[config.mk]
export PLATFORM = sky130hd
export DESIGN_NAME = fetch_top
export DESIGN_NICKNAME = d
export VERILOG_FILES = /design/src/design/fetch_pkg.sv /design/src/design/rvc_pkg.sv /design/src/design/fetch_aligner.sv /design/src/design/fetch_pc_gen.sv /design/src/design/fetch_top.sv /design/src/design/rvc_expander.sv
export SDC_FILE = /design/constraint.sdc
export NUM_CORES = 1
export LEC_CHECK = 0
export BUFFER_PORTS_ARGS = -buffer_cell sky130_fd_sc_hd__buf_4
export CAP_MARGIN = 10
export CORE_MARGIN = 4
export CORE_UTILIZATION = 30
export DETAILED_ROUTE_END_ITERATION = 16
export PLACE_DENSITY_LB_ADDON = 0.12
export SYNTH_ARGS = -nofsm -noshare
export SYNTH_HDL_FRONTEND = slang
export SYNTH_SLANG_ARGS = --single-unit
[constraint.sdc]
create_clock -name clk_i -period 10.7 [get_ports clk_i]
set_clock_uncertainty 0.1 [all_clocks]
set_input_delay 0.535 -clock clk_i [delete_from_list [all_inputs] [get_ports clk_i]]
set_output_delay 0.535 -clock clk_i [all_outputs]
set_load 0.01 [all_outputs]
[src/design/fetch_pkg.sv]
package fetch_pkg;

    // halfword address, byte address bit 0 is always zero and not stored
    typedef logic [30:0] pc_t;

    typedef logic [15:0] half_t;

    // aligner state
    typedef enum logic {
        ALIGN_NORMAL,  // no partial instruction pending
        ALIGN_SPLIT    // lower half of a 32-bit instruction sits in the buffer
    } align_state_e;

endpackage

[src/design/rvc_pkg.sv]
package rvc_pkg;

    typedef logic [31:0] instr_t;   // full RV32 instruction word
    typedef logic [15:0] cinstr_t;  // compressed instruction
    typedef logic [6:0]  opcode_t;
    typedef logic [4:0]  regnum_t;
    typedef logic [2:0]  funct3_t;

    // major opcodes
    localparam opcode_t OPC_OP     = 7'b0110011;
    localparam opcode_t OPC_OP_IMM = 7'b0010011;
    localparam opcode_t OPC_LOAD   = 7'b0000011;
    localparam opcode_t OPC_STORE  = 7'b0100011;
    localparam opcode_t OPC_BRANCH = 7'b1100011;
    localparam opcode_t OPC_JAL    = 7'b1101111;
    localparam opcode_t OPC_JALR   = 7'b1100111;
    localparam opcode_t OPC_LUI    = 7'b0110111;
    localparam opcode_t OPC_SYSTEM = 7'b1110011;

    // funct fields used by the expanded forms
    localparam funct3_t F3_ADD  = 3'b000;
    localparam funct3_t F3_SLL  = 3'b001;
    localparam funct3_t F3_WORD = 3'b010;  // lw / sw
    localparam funct3_t F3_XOR  = 3'b100;
    localparam funct3_t F3_SR   = 3'b101;
    localparam funct3_t F3_OR   = 3'b110;
    localparam funct3_t F3_AND  = 3'b111;
    localparam logic [6:0] F7_ALT = 7'b0100000;  // sub / srai

    localparam regnum_t REG_ZERO = 5'd0;
    localparam regnum_t REG_RA   = 5'd1;
    localparam regnum_t REG_SP   = 5'd2;

    localparam logic [1:0] CPRIME_PREFIX = 2'b01;  // rd'/rs1'/rs2' map to x8..x15
    localparam logic [1:0] QUADRANT_FULL = 2'b11;

endpackage

[src/design/fetch_aligner.sv]
`timescale 1ns/1ps

module fetch_aligner (
    input  logic             clk_i,
    input  logic             rst_n_i,
    input  logic             advance_i,
    input  logic             flush_i,
    input  fetch_pkg::pc_t   pc_i,
    input  rvc_pkg::instr_t  mem_rdata_i,
    input  rvc_pkg::instr_t  expanded_i,
    output rvc_pkg::cinstr_t chalf_o,
    output fetch_pkg::pc_t   step_o,
    output rvc_pkg::instr_t  instr_o,
    output fetch_pkg::pc_t   instr_pc_next_o,
    output logic             valid_o
);
    import rvc_pkg::*;
    import fetch_pkg::*;

    align_state_e state_q;
    align_state_e state_d;
    half_t        half_buf_q;  // upper half of the previous word
    half_t        cur_half;
    logic         is_compressed;
    logic         deliver;
    instr_t       instr_d;

    // pc bit 0 selects the halfword inside the fetched word
    assign cur_half = pc_i[0] ? mem_rdata_i[31:16] : mem_rdata_i[15:0];

    assign chalf_o       = (state_q == ALIGN_SPLIT) ? half_buf_q : cur_half;
    assign is_compressed = (chalf_o[1:0] != QUADRANT_FULL);

    always_comb begin
        state_d = ALIGN_NORMAL;
        deliver = 1'b1;
        step_o  = pc_t'(1);
        instr_d = expanded_i;
        if (state_q == ALIGN_SPLIT) begin
            // pc sits on the following word, its low half completes the instruction
            instr_d = {mem_rdata_i[15:0], half_buf_q};
        end else if (!is_compressed) begin
            if (pc_i[0]) begin
                state_d = ALIGN_SPLIT;  // straddles the word boundary
                deliver = 1'b0;
            end else begin
                instr_d = mem_rdata_i;
                step_o  = pc_t'(2);
            end
        end
    end

    always_ff @(posedge clk_i) begin
        if (!rst_n_i || flush_i) begin
            state_q         <= ALIGN_NORMAL;
            half_buf_q      <= '0;
            instr_o         <= '0;
            instr_pc_next_o <= '0;
            valid_o         <= 1'b0;
        end else if (advance_i) begin
            state_q    <= state_d;
            half_buf_q <= mem_rdata_i[31:16];
            valid_o    <= deliver;
            if (deliver) begin
                instr_o         <= instr_d;
                // also right for a joined word, pc is then one past its low half
                instr_pc_next_o <= pc_i + step_o;
            end
        end
    end

endmodule

[src/design/fetch_pc_gen.sv]
`timescale 1ns/1ps

module fetch_pc_gen #(
    parameter fetch_pkg::pc_t RESET_PC = '0
) (
    input  logic           clk_i,
    input  logic           rst_n_i,
    input  logic           advance_i,
    input  logic           flush_i,
    input  logic           redirect_valid_i,
    input  fetch_pkg::pc_t redirect_pc_i,
    input  fetch_pkg::pc_t step_i,  // in halfwords
    output fetch_pkg::pc_t pc_o
);
    import fetch_pkg::*;

    pc_t pc_q;
    pc_t pc_d;

    // a taken target from execute wins over the sequential step
    always_comb begin
        if (redirect_valid_i) begin
            pc_d = redirect_pc_i;
        end else begin
            pc_d = pc_q + step_i;
        end
    end

    always_ff @(posedge clk_i) begin
        if (!rst_n_i || flush_i) begin
            pc_q <= RESET_PC;
        end else if (advance_i) begin
            pc_q <= pc_d;
        end
    end

    assign pc_o = pc_q;  // goes straight to memory

endmodule

[src/design/fetch_top.sv]
`timescale 1ns/1ps

module fetch_top #(
    parameter fetch_pkg::pc_t RESET_PC = '0
) (
    input  logic            clk_i,
    input  logic            rst_n_i,
    input  logic            stall_i,
    input  logic            flush_i,
    input  logic            mem_wait_i,
    input  rvc_pkg::instr_t mem_rdata_i,
    input  logic            redirect_valid_i,
    input  fetch_pkg::pc_t  redirect_pc_i,
    output fetch_pkg::pc_t  mem_pc_o,
    output rvc_pkg::instr_t instr_o,
    output fetch_pkg::pc_t  instr_pc_next_o,
    output logic            valid_o
);
    import rvc_pkg::*;
    import fetch_pkg::*;

    logic    advance;
    pc_t     pc;
    pc_t     step;
    cinstr_t chalf;
    instr_t  expanded;
    logic    align_valid;

    assign advance  = ~stall_i & ~mem_wait_i;
    assign mem_pc_o = pc;

    // low while memory waits, so a word is only taken on an edge that also refills it
    assign valid_o = align_valid & ~mem_wait_i;

    fetch_pc_gen #(
        .RESET_PC (RESET_PC)
    ) u_pc_gen (
        .clk_i            (clk_i),
        .rst_n_i          (rst_n_i),
        .advance_i        (advance),
        .flush_i          (flush_i),
        .redirect_valid_i (redirect_valid_i),
        .redirect_pc_i    (redirect_pc_i),
        .step_i           (step),
        .pc_o             (pc)
    );

    fetch_aligner u_aligner (
        .clk_i           (clk_i),
        .rst_n_i         (rst_n_i),
        .advance_i       (advance),
        .flush_i         (flush_i),
        .pc_i            (pc),
        .mem_rdata_i     (mem_rdata_i),
        .expanded_i      (expanded),
        .chalf_o         (chalf),
        .step_o          (step),
        .instr_o         (instr_o),
        .instr_pc_next_o (instr_pc_next_o),
        .valid_o         (align_valid)
    );

    rvc_expander u_expander (
        .chalf_i (chalf),
        .instr_o (expanded)
    );

endmodule

[src/design/rvc_expander.sv]
`timescale 1ns/1ps

module rvc_expander (
    input  rvc_pkg::cinstr_t chalf_i,
    output rvc_pkg::instr_t  instr_o
);
    import rvc_pkg::*;

    regnum_t rd;      // rd/rs1 full field
    regnum_t rs2;     // rs2 full field
    regnum_t rs1p;    // c[9:7] mapped to x8..x15
    regnum_t rs2p;    // c[4:2], rd' or rs2' depending on format
    funct3_t funct3;

    assign rd     = chalf_i[11:7];
    assign rs2    = chalf_i[6:2];
    assign rs1p   = {CPRIME_PREFIX, chalf_i[9:7]};
    assign rs2p   = {CPRIME_PREFIX, chalf_i[4:2]};
    assign funct3 = chalf_i[15:13];

    always_comb begin
        instr_o = '0;  // unknown or reserved encodings stay all zero
        case (chalf_i[1:0])
            2'b00: begin
                case (funct3)
                    3'b000: begin  // c.addi4spn, zero immediate is reserved
                        if (chalf_i[12:5] != 8'd0) begin
                            instr_o = {2'b00, chalf_i[10:7], chalf_i[12:11], chalf_i[5],
                                       chalf_i[6], 2'b00, REG_SP, F3_ADD, rs2p, OPC_OP_IMM};
                        end
                    end
                    3'b010: instr_o = {5'b0, chalf_i[5], chalf_i[12:10], chalf_i[6], 2'b00,
                                       rs1p, F3_WORD, rs2p, OPC_LOAD};  // c.lw
                    3'b110: instr_o = {5'b0, chalf_i[5], chalf_i[12], rs2p, rs1p, F3_WORD,
                                       chalf_i[11:10], chalf_i[6], 2'b00, OPC_STORE};  // c.sw
                    default: instr_o = '0;
                endcase
            end
            2'b01: begin
                case (funct3)
                    // c.addi, c.nop when rd is x0
                    3'b000: instr_o = {{7{chalf_i[12]}}, rs2, rd, F3_ADD, rd, OPC_OP_IMM};
                    3'b001, 3'b101: begin  // c.jal links to ra, c.j to x0
                        instr_o = {chalf_i[12], chalf_i[8], chalf_i[10:9], chalf_i[6],
                                   chalf_i[7], chalf_i[2], chalf_i[11], chalf_i[5:3],
                                   {9{chalf_i[12]}}, funct3[2] ? REG_ZERO : REG_RA, OPC_JAL};
                    end
                    3'b010: instr_o = {{7{chalf_i[12]}}, rs2, REG_ZERO, F3_ADD, rd,
                                       OPC_OP_IMM};  // c.li
                    3'b011: begin
                        if (rd == REG_SP) begin  // c.addi16sp
                            instr_o = {{3{chalf_i[12]}}, chalf_i[4:3], chalf_i[5], chalf_i[2],
                                       chalf_i[6], 4'b0, REG_SP, F3_ADD, REG_SP, OPC_OP_IMM};
                        end else begin  // c.lui
                            instr_o = {{15{chalf_i[12]}}, rs2, rd, OPC_LUI};
                        end
                    end
                    3'b100: begin
                        case (chalf_i[11:10])
                            2'b00: instr_o = {7'b0, rs2, rs1p, F3_SR, rs1p, OPC_OP_IMM};  // c.srli
                            2'b01: instr_o = {F7_ALT, rs2, rs1p, F3_SR, rs1p, OPC_OP_IMM};
                            2'b10: instr_o = {{7{chalf_i[12]}}, rs2, rs1p, F3_AND, rs1p,
                                              OPC_OP_IMM};  // c.andi
                            default: begin
                                // register-register group, c[12] set is RV64 only
                                if (!chalf_i[12]) begin
                                    case (chalf_i[6:5])
                                        2'b00: instr_o = {F7_ALT, rs2p, rs1p, F3_ADD, rs1p, OPC_OP};
                                        2'b01: instr_o = {7'b0, rs2p, rs1p, F3_XOR, rs1p, OPC_OP};
                                        2'b10: instr_o = {7'b0, rs2p, rs1p, F3_OR, rs1p, OPC_OP};
                                        default: instr_o = {7'b0, rs2p, rs1p, F3_AND, rs1p, OPC_OP};
                                    endcase
                                end
                            end
                        endcase
                    end
                    default: begin  // c.beqz / c.bnez, funct3[0] picks bne
                        instr_o = {{4{chalf_i[12]}}, chalf_i[6:5], chalf_i[2], REG_ZERO, rs1p,
                                   2'b00, chalf_i[13], chalf_i[11:10], chalf_i[4:3],
                                   chalf_i[12], OPC_BRANCH};
                    end
                endcase
            end
            2'b10: begin
                case (funct3)
                    3'b000: instr_o = {7'b0, rs2, rd, F3_SLL, rd, OPC_OP_IMM};  // c.slli
                    3'b010: instr_o = {4'b0, chalf_i[3:2], chalf_i[12], chalf_i[6:4], 2'b00,
                                       REG_SP, F3_WORD, rd, OPC_LOAD};  // c.lwsp
                    3'b100: begin
                        if (!chalf_i[12]) begin
                            if (rs2 == REG_ZERO) begin  // c.jr
                                instr_o = {12'b0, rd, F3_ADD, REG_ZERO, OPC_JALR};
                            end else begin  // c.mv
                                instr_o = {7'b0, rs2, REG_ZERO, F3_ADD, rd, OPC_OP};
                            end
                        end else if (rs2 == REG_ZERO && rd == REG_ZERO) begin
                            instr_o = {12'd1, REG_ZERO, F3_ADD, REG_ZERO, OPC_SYSTEM};  // c.ebreak
                        end else if (rs2 == REG_ZERO) begin  // c.jalr
                            instr_o = {12'b0, rd, F3_ADD, REG_RA, OPC_JALR};
                        end else begin  // c.add
                            instr_o = {7'b0, rs2, rd, F3_ADD, rd, OPC_OP};
                        end
                    end
                    3'b110: instr_o = {4'b0, chalf_i[8:7], chalf_i[12], rs2, REG_SP, F3_WORD,
                                       chalf_i[11:9], 2'b00, OPC_STORE};  // c.swsp
                    default: instr_o = '0;
                endcase
            end
            default: instr_o = '0;  // quadrant 3 is not compressed
        endcase
    end

endmodule

==> results.yml, run 1 <==
global_route:
  grt_usage: 0.2481
  grt_max_degree: 78
  grt_overflow: 0
  grt_pass1_vias: 8117
  grt_pass1_wl_mm: 50.95
  antenna_found_initial: 0
die:
  die_height_um: 162.4
  core_area_um2: 23470
  initial_utilization: 0.3046
  dieArea_um2: 26370
  num_io_pins: 164
  die_w_um: 162.4
  placementRows: 56
yosys:
  synth.top_cell.area_share: 0.3136
  yosys.area_share.simple: 0.2265
  synth-compound-area-share: 0.3456
  synth_seq_cells: 112
  synth-edff-count: 0
  synth_top_family_by_area: "compound AO/OA/AOI/OAI gates"
  synth.area.top_cells: "dfxtp_1 (31%), a21oi_1 (7.4%), nand2_1 (7.1%)"
  synth-main-ff-cell: "dfxtp_1"
  yosysTopAreaCell: "dfxtp_1"
  netlist_instances: 986
  synthesis.nets: 1057
  synth-adder-area-share: 0.003500
  synth.avg_cell_area_um2: 7.251
  synth_xor_area_frac: 0.03675
  synth_area_um2: 7149
  synthMuxAreaShare: 0.02275
  yosysWarnings: 0
  synth_cell_types: 71
  ys_seq_area_frac: 0.3136
  async_reset_ff_frac: 0
critical_path:
  slowest_stage: "nor4_1"
  worstPathArrival_ns: 4.54
  worstRegToRegCells: 12
  r2r_start: "u_aligner.state_q"
  critPathMaxFanout: 50
  startpoint_type: "flip-flop"
  crit_end: "u_pc_gen.pc_o[18]"
  slowest_delay_ns: 0.75
  path_cells: "buf_4 > inv_1 > nand2_1 > inv_1 > ha_1 > a21oi_1 > nor4_1 > nor3b_1 > and4_1 > xor2_1 > o211ai_1 > a21oi_1"
  r2r-end: "u_pc_gen.pc_o[18]"
  crit_start: "u_aligner.state_q"
  crit_path_end_kind: "flip-flop"
  reg2reg_slack_ns: 6.36
  crit_required_ns: 10.90
  critical_path_class: "reg -> reg"
clock_tree:
  worst_skew_pair.late_latency_ns: 0.37
  h-tree-depth: 3
  cts_hold_buf: 0
  clock-sinks: 112
  clockRootBuffer: "clkbuf_16"
  cts_resized: 0
  cts.reportedPaths.clkPinSlew_ns: 0.08
  cts_tree: "yes"
  cts_setup_buffers: 0
  clk_path_buf_depth: 2
  numCtsBuffers: 9
layout:
  final_util: 0.3835
  final_cells: 1429
  final_cell_mix: "buf_4 (189), nand2_1 (136), dfxtp_1 (111)"
  syn_to_final_growth_pct: 25.92
  fin_area_um2: 9002
  antenna_cells: 0
  drive_above_1_share: 0.2072
  nets: 1176
  final_common_cell: "buf_4"
power:
  p_switching_uw: 358.1
  vdd_drop_max_v: 0.00007905
  seqPwrFrac: 0.403
  power.leakage_nw: 3.290
  p_int_uw: 722.9
  pwr-share-clk: 0.359
  powerDensity_nw_per_um2: 120.1
  swShare: 0.3313
  combPwrFrac: 0.237
drt:
  remaining_drc_errors: 0
  drt-met1-wl_mm: 14.43
  postRouteAntennaNets: 0
  drt-initial-drc-count: 874
  viasPerCell: 5.864
  wl_per_cell_um: 23.63
  met3_wirelength_mm: 2.921
  drtPass1Iterations: 5
  top_layer: "met4"
  drt_wl_total_mm: 33.77
  met2WireLength_mm: 15.00
  num_vias: 8380
timing:
  setup_slack_ns: 6.360
  fin_crit_ns: 4.340
  fmax_ghz: 0.2304
  period_share: 0.4056
  finalHoldViolCount: 0
  tightest_slew_ns: 1.078
  max_slew_margin: 0.2763
  drv_slew: 0
  rsz0062_at_grt: "false"
  setup_viol: 0
  setup_tns_ns: 0
min_path:
  holdCritPathClass: "in -> reg"
  min_from: "mem_rdata_i[23]"
place:
  dpl.hpwl_mm: 23.83
  place_inst: 1413
  globalplace.congestion: 0.9557
  port_buffers: 163
  place_area_um2: 8671
  pre_cts_slack_ns: 6.482
outcome:
  status: "complete, no violations"
flow_run:
  max_cap_viol_count: 0
[cell type report]
type | instances | area, um^2
repair buffers | 189 | 1419
clock inverters | 6 | 102.6
multi-input cells | 784 | 4576
fillers | 2533 | 14470
well taps | 319 | 399.1
inverters | 9 | 33.78
clock buffers | 10 | 229.0
flip-flops and latches | 112 | 2243
[kinds of logic (layout without fill, tap and decap cells)]
family	count (synthesis)	in the layout
AOI/OAI and AO/OA	379	379
xor gates and xnor gates	30	30
adders and majority gates	2	2
buffers and inverters	90	214
DFF	112	112
muxes	15	15
and+or+nand+nor	358	358
[critical path: cells and delay by family, from the launching register on]
kind                     cells  cell delay, ns
AO/OA/AOI/OAI                3            0.45
XOR/XNOR                     1            0.20
adder cells (fa/ha/maj)      1            0.18
buffers and inverters        3            1.14
flip-flops                   1            0.48
AND/OR/NAND/NOR              4            1.70
[cell usage after synthesis (6+ instances only)]
cell and instances:
a21o_1 7, o31ai_1 11, nor3_1 19, nor2_1 101, a2111oi_0 7, a221oi_1 8
inv_1 9, xor2_1 15, a31oi_1 14, clkbuf_1 70, mux2_2 6, a211oi_1 30
o21ai_0 87, nand2b_1 13, o22ai_1 7, nand3_1 34, mux2i_1 8, xnor2_1 15
a2bb2oi_1 6, dfxtp_1 112, a22o_1 7, nor4_1 11, o211ai_1 9, and3_1 8
a21oi_1 105, nand4_1 12, o21a_1 19, nand2_1 136, a22oi_1 8
[per-layer routing]
| metal | track usage | vias up |
|---|---|---|
| met5 | 0 | - |
| met4 | 0.09881 | 0 |
| met3 | 0.05998 | 91 |
| met2 | 0.3852 | 448 |
| met1 | 0.3326 | 3941 |
| li1 | - | 3900 |
[state kept, by name, indices dropped and copies added, names as in the netlist]
| register | count |
|---|---|
| u_aligner.instr_pc_next_o | 31 |
| u_aligner.state_q | 1 |
| u_pc_gen.pc_o | 31 |
| u_aligner.instr_o | 32 |
| u_aligner.valid_o | 1 |
| u_aligner.half_buf_q | 16 |
[how the worst min path moves through the flow]
stage	to	slack (ns)	cells past startpoint
2_1_floorplan	u_aligner.half_buf_q[11]	0.33	2
3_3_place_gp	u_aligner.half_buf_q[2]	0.34	2
3_5_place_dp	u_aligner.half_buf_q[7]	0.35	2
4_1_cts	u_aligner.half_buf_q[7]	0.32	3
5_1_grt	u_aligner.half_buf_q[12]	0.35	3
6_report	u_aligner.half_buf_q[7]	0.34	3
[power groups by stage]
stage	Sequential [mW]	Combinational, mW	Clock (mW)
detailed placement	0.446	0.249	0
global route	0.438	0.271	0.413
CTS	0.436	0.250	0.401
finish	0.436	0.257	0.388
floorplan	0.447	0.136	0
global placement	0.446	0.254	0
[stage by stage]
stage / hold WS (ns) / power [mW]
floorplan: 0.3312 / 0.5829
global placement: 0.3401 / 0.6998
detailed placement: 0.3481 / 0.6952
finish: 0.3386 / 1.081
global route: 0.3512 / 1.122
CTS: 0.3215 / 1.087
No activity file was read; power rests on OpenSTA's default activity.
==> run 2, diff against run 1 <==
Clock period 10.7 ns to 4.5 ns, I/O delays scaled along.
==> results.yml, run 2 (same netlist as run 1, synthesis figures left out) <==
clock_tree:
  clock-sinks: 112
  worst_skew_pair.late_latency_ns: 0.37
  clk_path_buf_depth: 2
  clockRootBuffer: "clkbuf_16"
  cts.reportedPaths.clkPinSlew_ns: 0.08
  cts_setup_buffers: 0
  cts_tree: "yes"
  cts_hold_buf: 0
  cts_resized: 0
  h-tree-depth: 3
  numCtsBuffers: 9
global_route:
  grt_overflow: 0
  grt_pass1_wl_mm: 51.79
  top_usage_layer: "met2"
  grt_max_degree: 73
  grt_usage: 0.2531
  grt_pass1_vias: 8253
  grtUsageMet2: 0.3897
  grt.met1_usage: 0.3400
  met3_usage: 0.05543
  antenna_found_initial: 0
layout:
  syn_to_final_growth_pct: 27.07
  fin_area_um2: 9085
  antenna_cells: 0
  final_util: 0.3870
  drive_above_1_share: 0.2171
  largest_reg_flops: 32
  final_cell_mix: "buf_4 (203), nand2_1 (136), dfxtp_1 (111)"
  nets: 1191
  final_common_cell: "buf_4"
  final_cells: 1443
  fillers: 2521
  max_flop_register: "u_aligner.instr_o"
die:
  num_io_pins: 164
  die_height_um: 162.4
  core_area_um2: 23470
  initial_utilization: 0.3046
  die_w_um: 162.4
  placementRows: 56
  dieArea_um2: 26370
timing:
  tightest_slew_ns: 1.117
  period_share: 0.8164
  setup_slack_ns: 0.8263
  fmax_ghz: 0.2722
  fin_crit_ns: 3.674
  drv_slew: 0
  finalHoldViolCount: 0
  setup_tns_ns: 0
  rsz0062_at_grt: "false"
  setup_viol: 0
  max_slew_margin: 0.2507
  hold_slack_ns: 0.03606
place:
  place_inst: 1428
  dpl.hpwl_mm: 25.19
  place_area_um2: 8792
  port_buffers: 163
  globalplace.congestion: 0.9642
  pre_cts_slack_ns: 0.8670
critical_path:
  crit_path_end_kind: "flip-flop"
  path_cells: "mux2i_1 > o21a_1 > buf_4 > nor3_2 > nand2_1 > inv_1 > ha_1 > a21oi_1 > buf_4 > nor4_1 > buf_4 > nor3b_1 > and4_1 > xor2_1 > o211ai_1 > a21oi_1"
  r2r-end: "u_pc_gen.pc_o[18]"
  worstRegToRegCells: 16
  crit_start: "u_pc_gen.pc_o[0]"
  crit_cells: 16
  reg2reg_slack_ns: 0.83
  slowest_stage: "dfxtp_1"
  crit_buf_inv: 4
  startpoint_type: "flip-flop"
  slowest_delay_ns: 0.58
  critPathTopFamily: "simple AND/OR/NAND/NOR gates"
  cp_common_cell: "buf_4"
  critPathMaxFanout: 11
  crit_end: "u_pc_gen.pc_o[18]"
  critical_path_class: "reg -> reg"
  worstPathArrival_ns: 3.86
  r2r_start: "u_pc_gen.pc_o[0]"
  crit_required_ns: 4.69
drt:
  viasPerCell: 5.844
  wl_per_cell_um: 23.88
  drtPass1Iterations: 5
  remaining_drc_errors: 0
  num_vias: 8433
  drt_wl_total_mm: 34.46
  postRouteAntennaNets: 0
  drt-initial-drc-count: 885
min_path:
  holdCritPathClass: "in -> reg"
power:
  power.leakage_nw: 3.347
  vdd_drop_max_v: 0.0001549
  power.total_mw: 2.493
  powerDensity_nw_per_um2: 274.5
outcome:
  status: "complete, no violations"
flow_run:
  max_cap_viol_count: 0
==> run 2: cell types whose count changed in the layout (fill, tap and decap cells not counted), moves of 2 or more <==
cell	previous run	this run
bufinv_16	2	0
o21ai_0	82	85
buf_4	189	203
o21ai_1	7	5
==> run 2: worst min-delay path by stage <==
stage	cells past startpoint	start	slack, ns	endpoint
global route	3	mem_rdata_i[31]	0.03	u_aligner.half_buf_q[15]
floorplan	2	mem_rdata_i[27]	0.26	u_aligner.half_buf_q[11]
global placement	2	u_aligner.half_buf_q[3]	0.34	u_aligner.half_buf_q[3]
finish	3	mem_rdata_i[30]	0.04	u_aligner.half_buf_q[14]
detailed placement	2	u_aligner.half_buf_q[3]	0.34	u_aligner.half_buf_q[3]
CTS	3	mem_rdata_i[24]	0.02	u_aligner.half_buf_q[8]
==> run 2: layout make-up <==
| cell class | count | area (um^2) | share of cell area |
|---|---|---|---|
| multi-input combinational | 784 | 4572 | 0.5032 |
| sequential | 112 | 2243 | 0.2469 |
| timing repair buffer | 204 | 1544 | 0.1699 |
| tap | 319 | 399.1 | 0.04393 |
| clock buffer | 9 | 225.2 | 0.02479 |
| clock inverter | 6 | 67.56 | 0.007437 |
| inverter | 9 | 33.78 | 0.003718 |
==> run 2: metal layers <==
layer | up-vias | wire length [um]
met5 | - | 0
met4 | 0 | 1551
met3 | 83 | 2795
met2 | 428 | 15060
met1 | 4004 | 15040
li1 | 3918 | -
==> run 2: where the power goes <==
part	internal (mW)	switching (mW)	leakage, nW
combinational	0.215	0.413	2.30
clock	0.390	0.438	0.142
sequential	1.01	0.0218	0.908
total	1.62	0.873	3.35
==> run 2: worst reg2reg max path, cell delays in order, from the launching register on <==
cell	delay, ns
dfxtp_1	0.58
mux2i_1	0.16
o21a_1	0.19
buf_4	0.19
nor3_2	0.14
nand2_1	0.11
inv_1	0.09
ha_1	0.18
a21oi_1	0.05
buf_4	0.18
nor4_1	0.23
buf_4	0.18
nor3b_1	0.48
and4_1	0.29
xor2_1	0.19
o211ai_1	0.10
a21oi_1	0.17
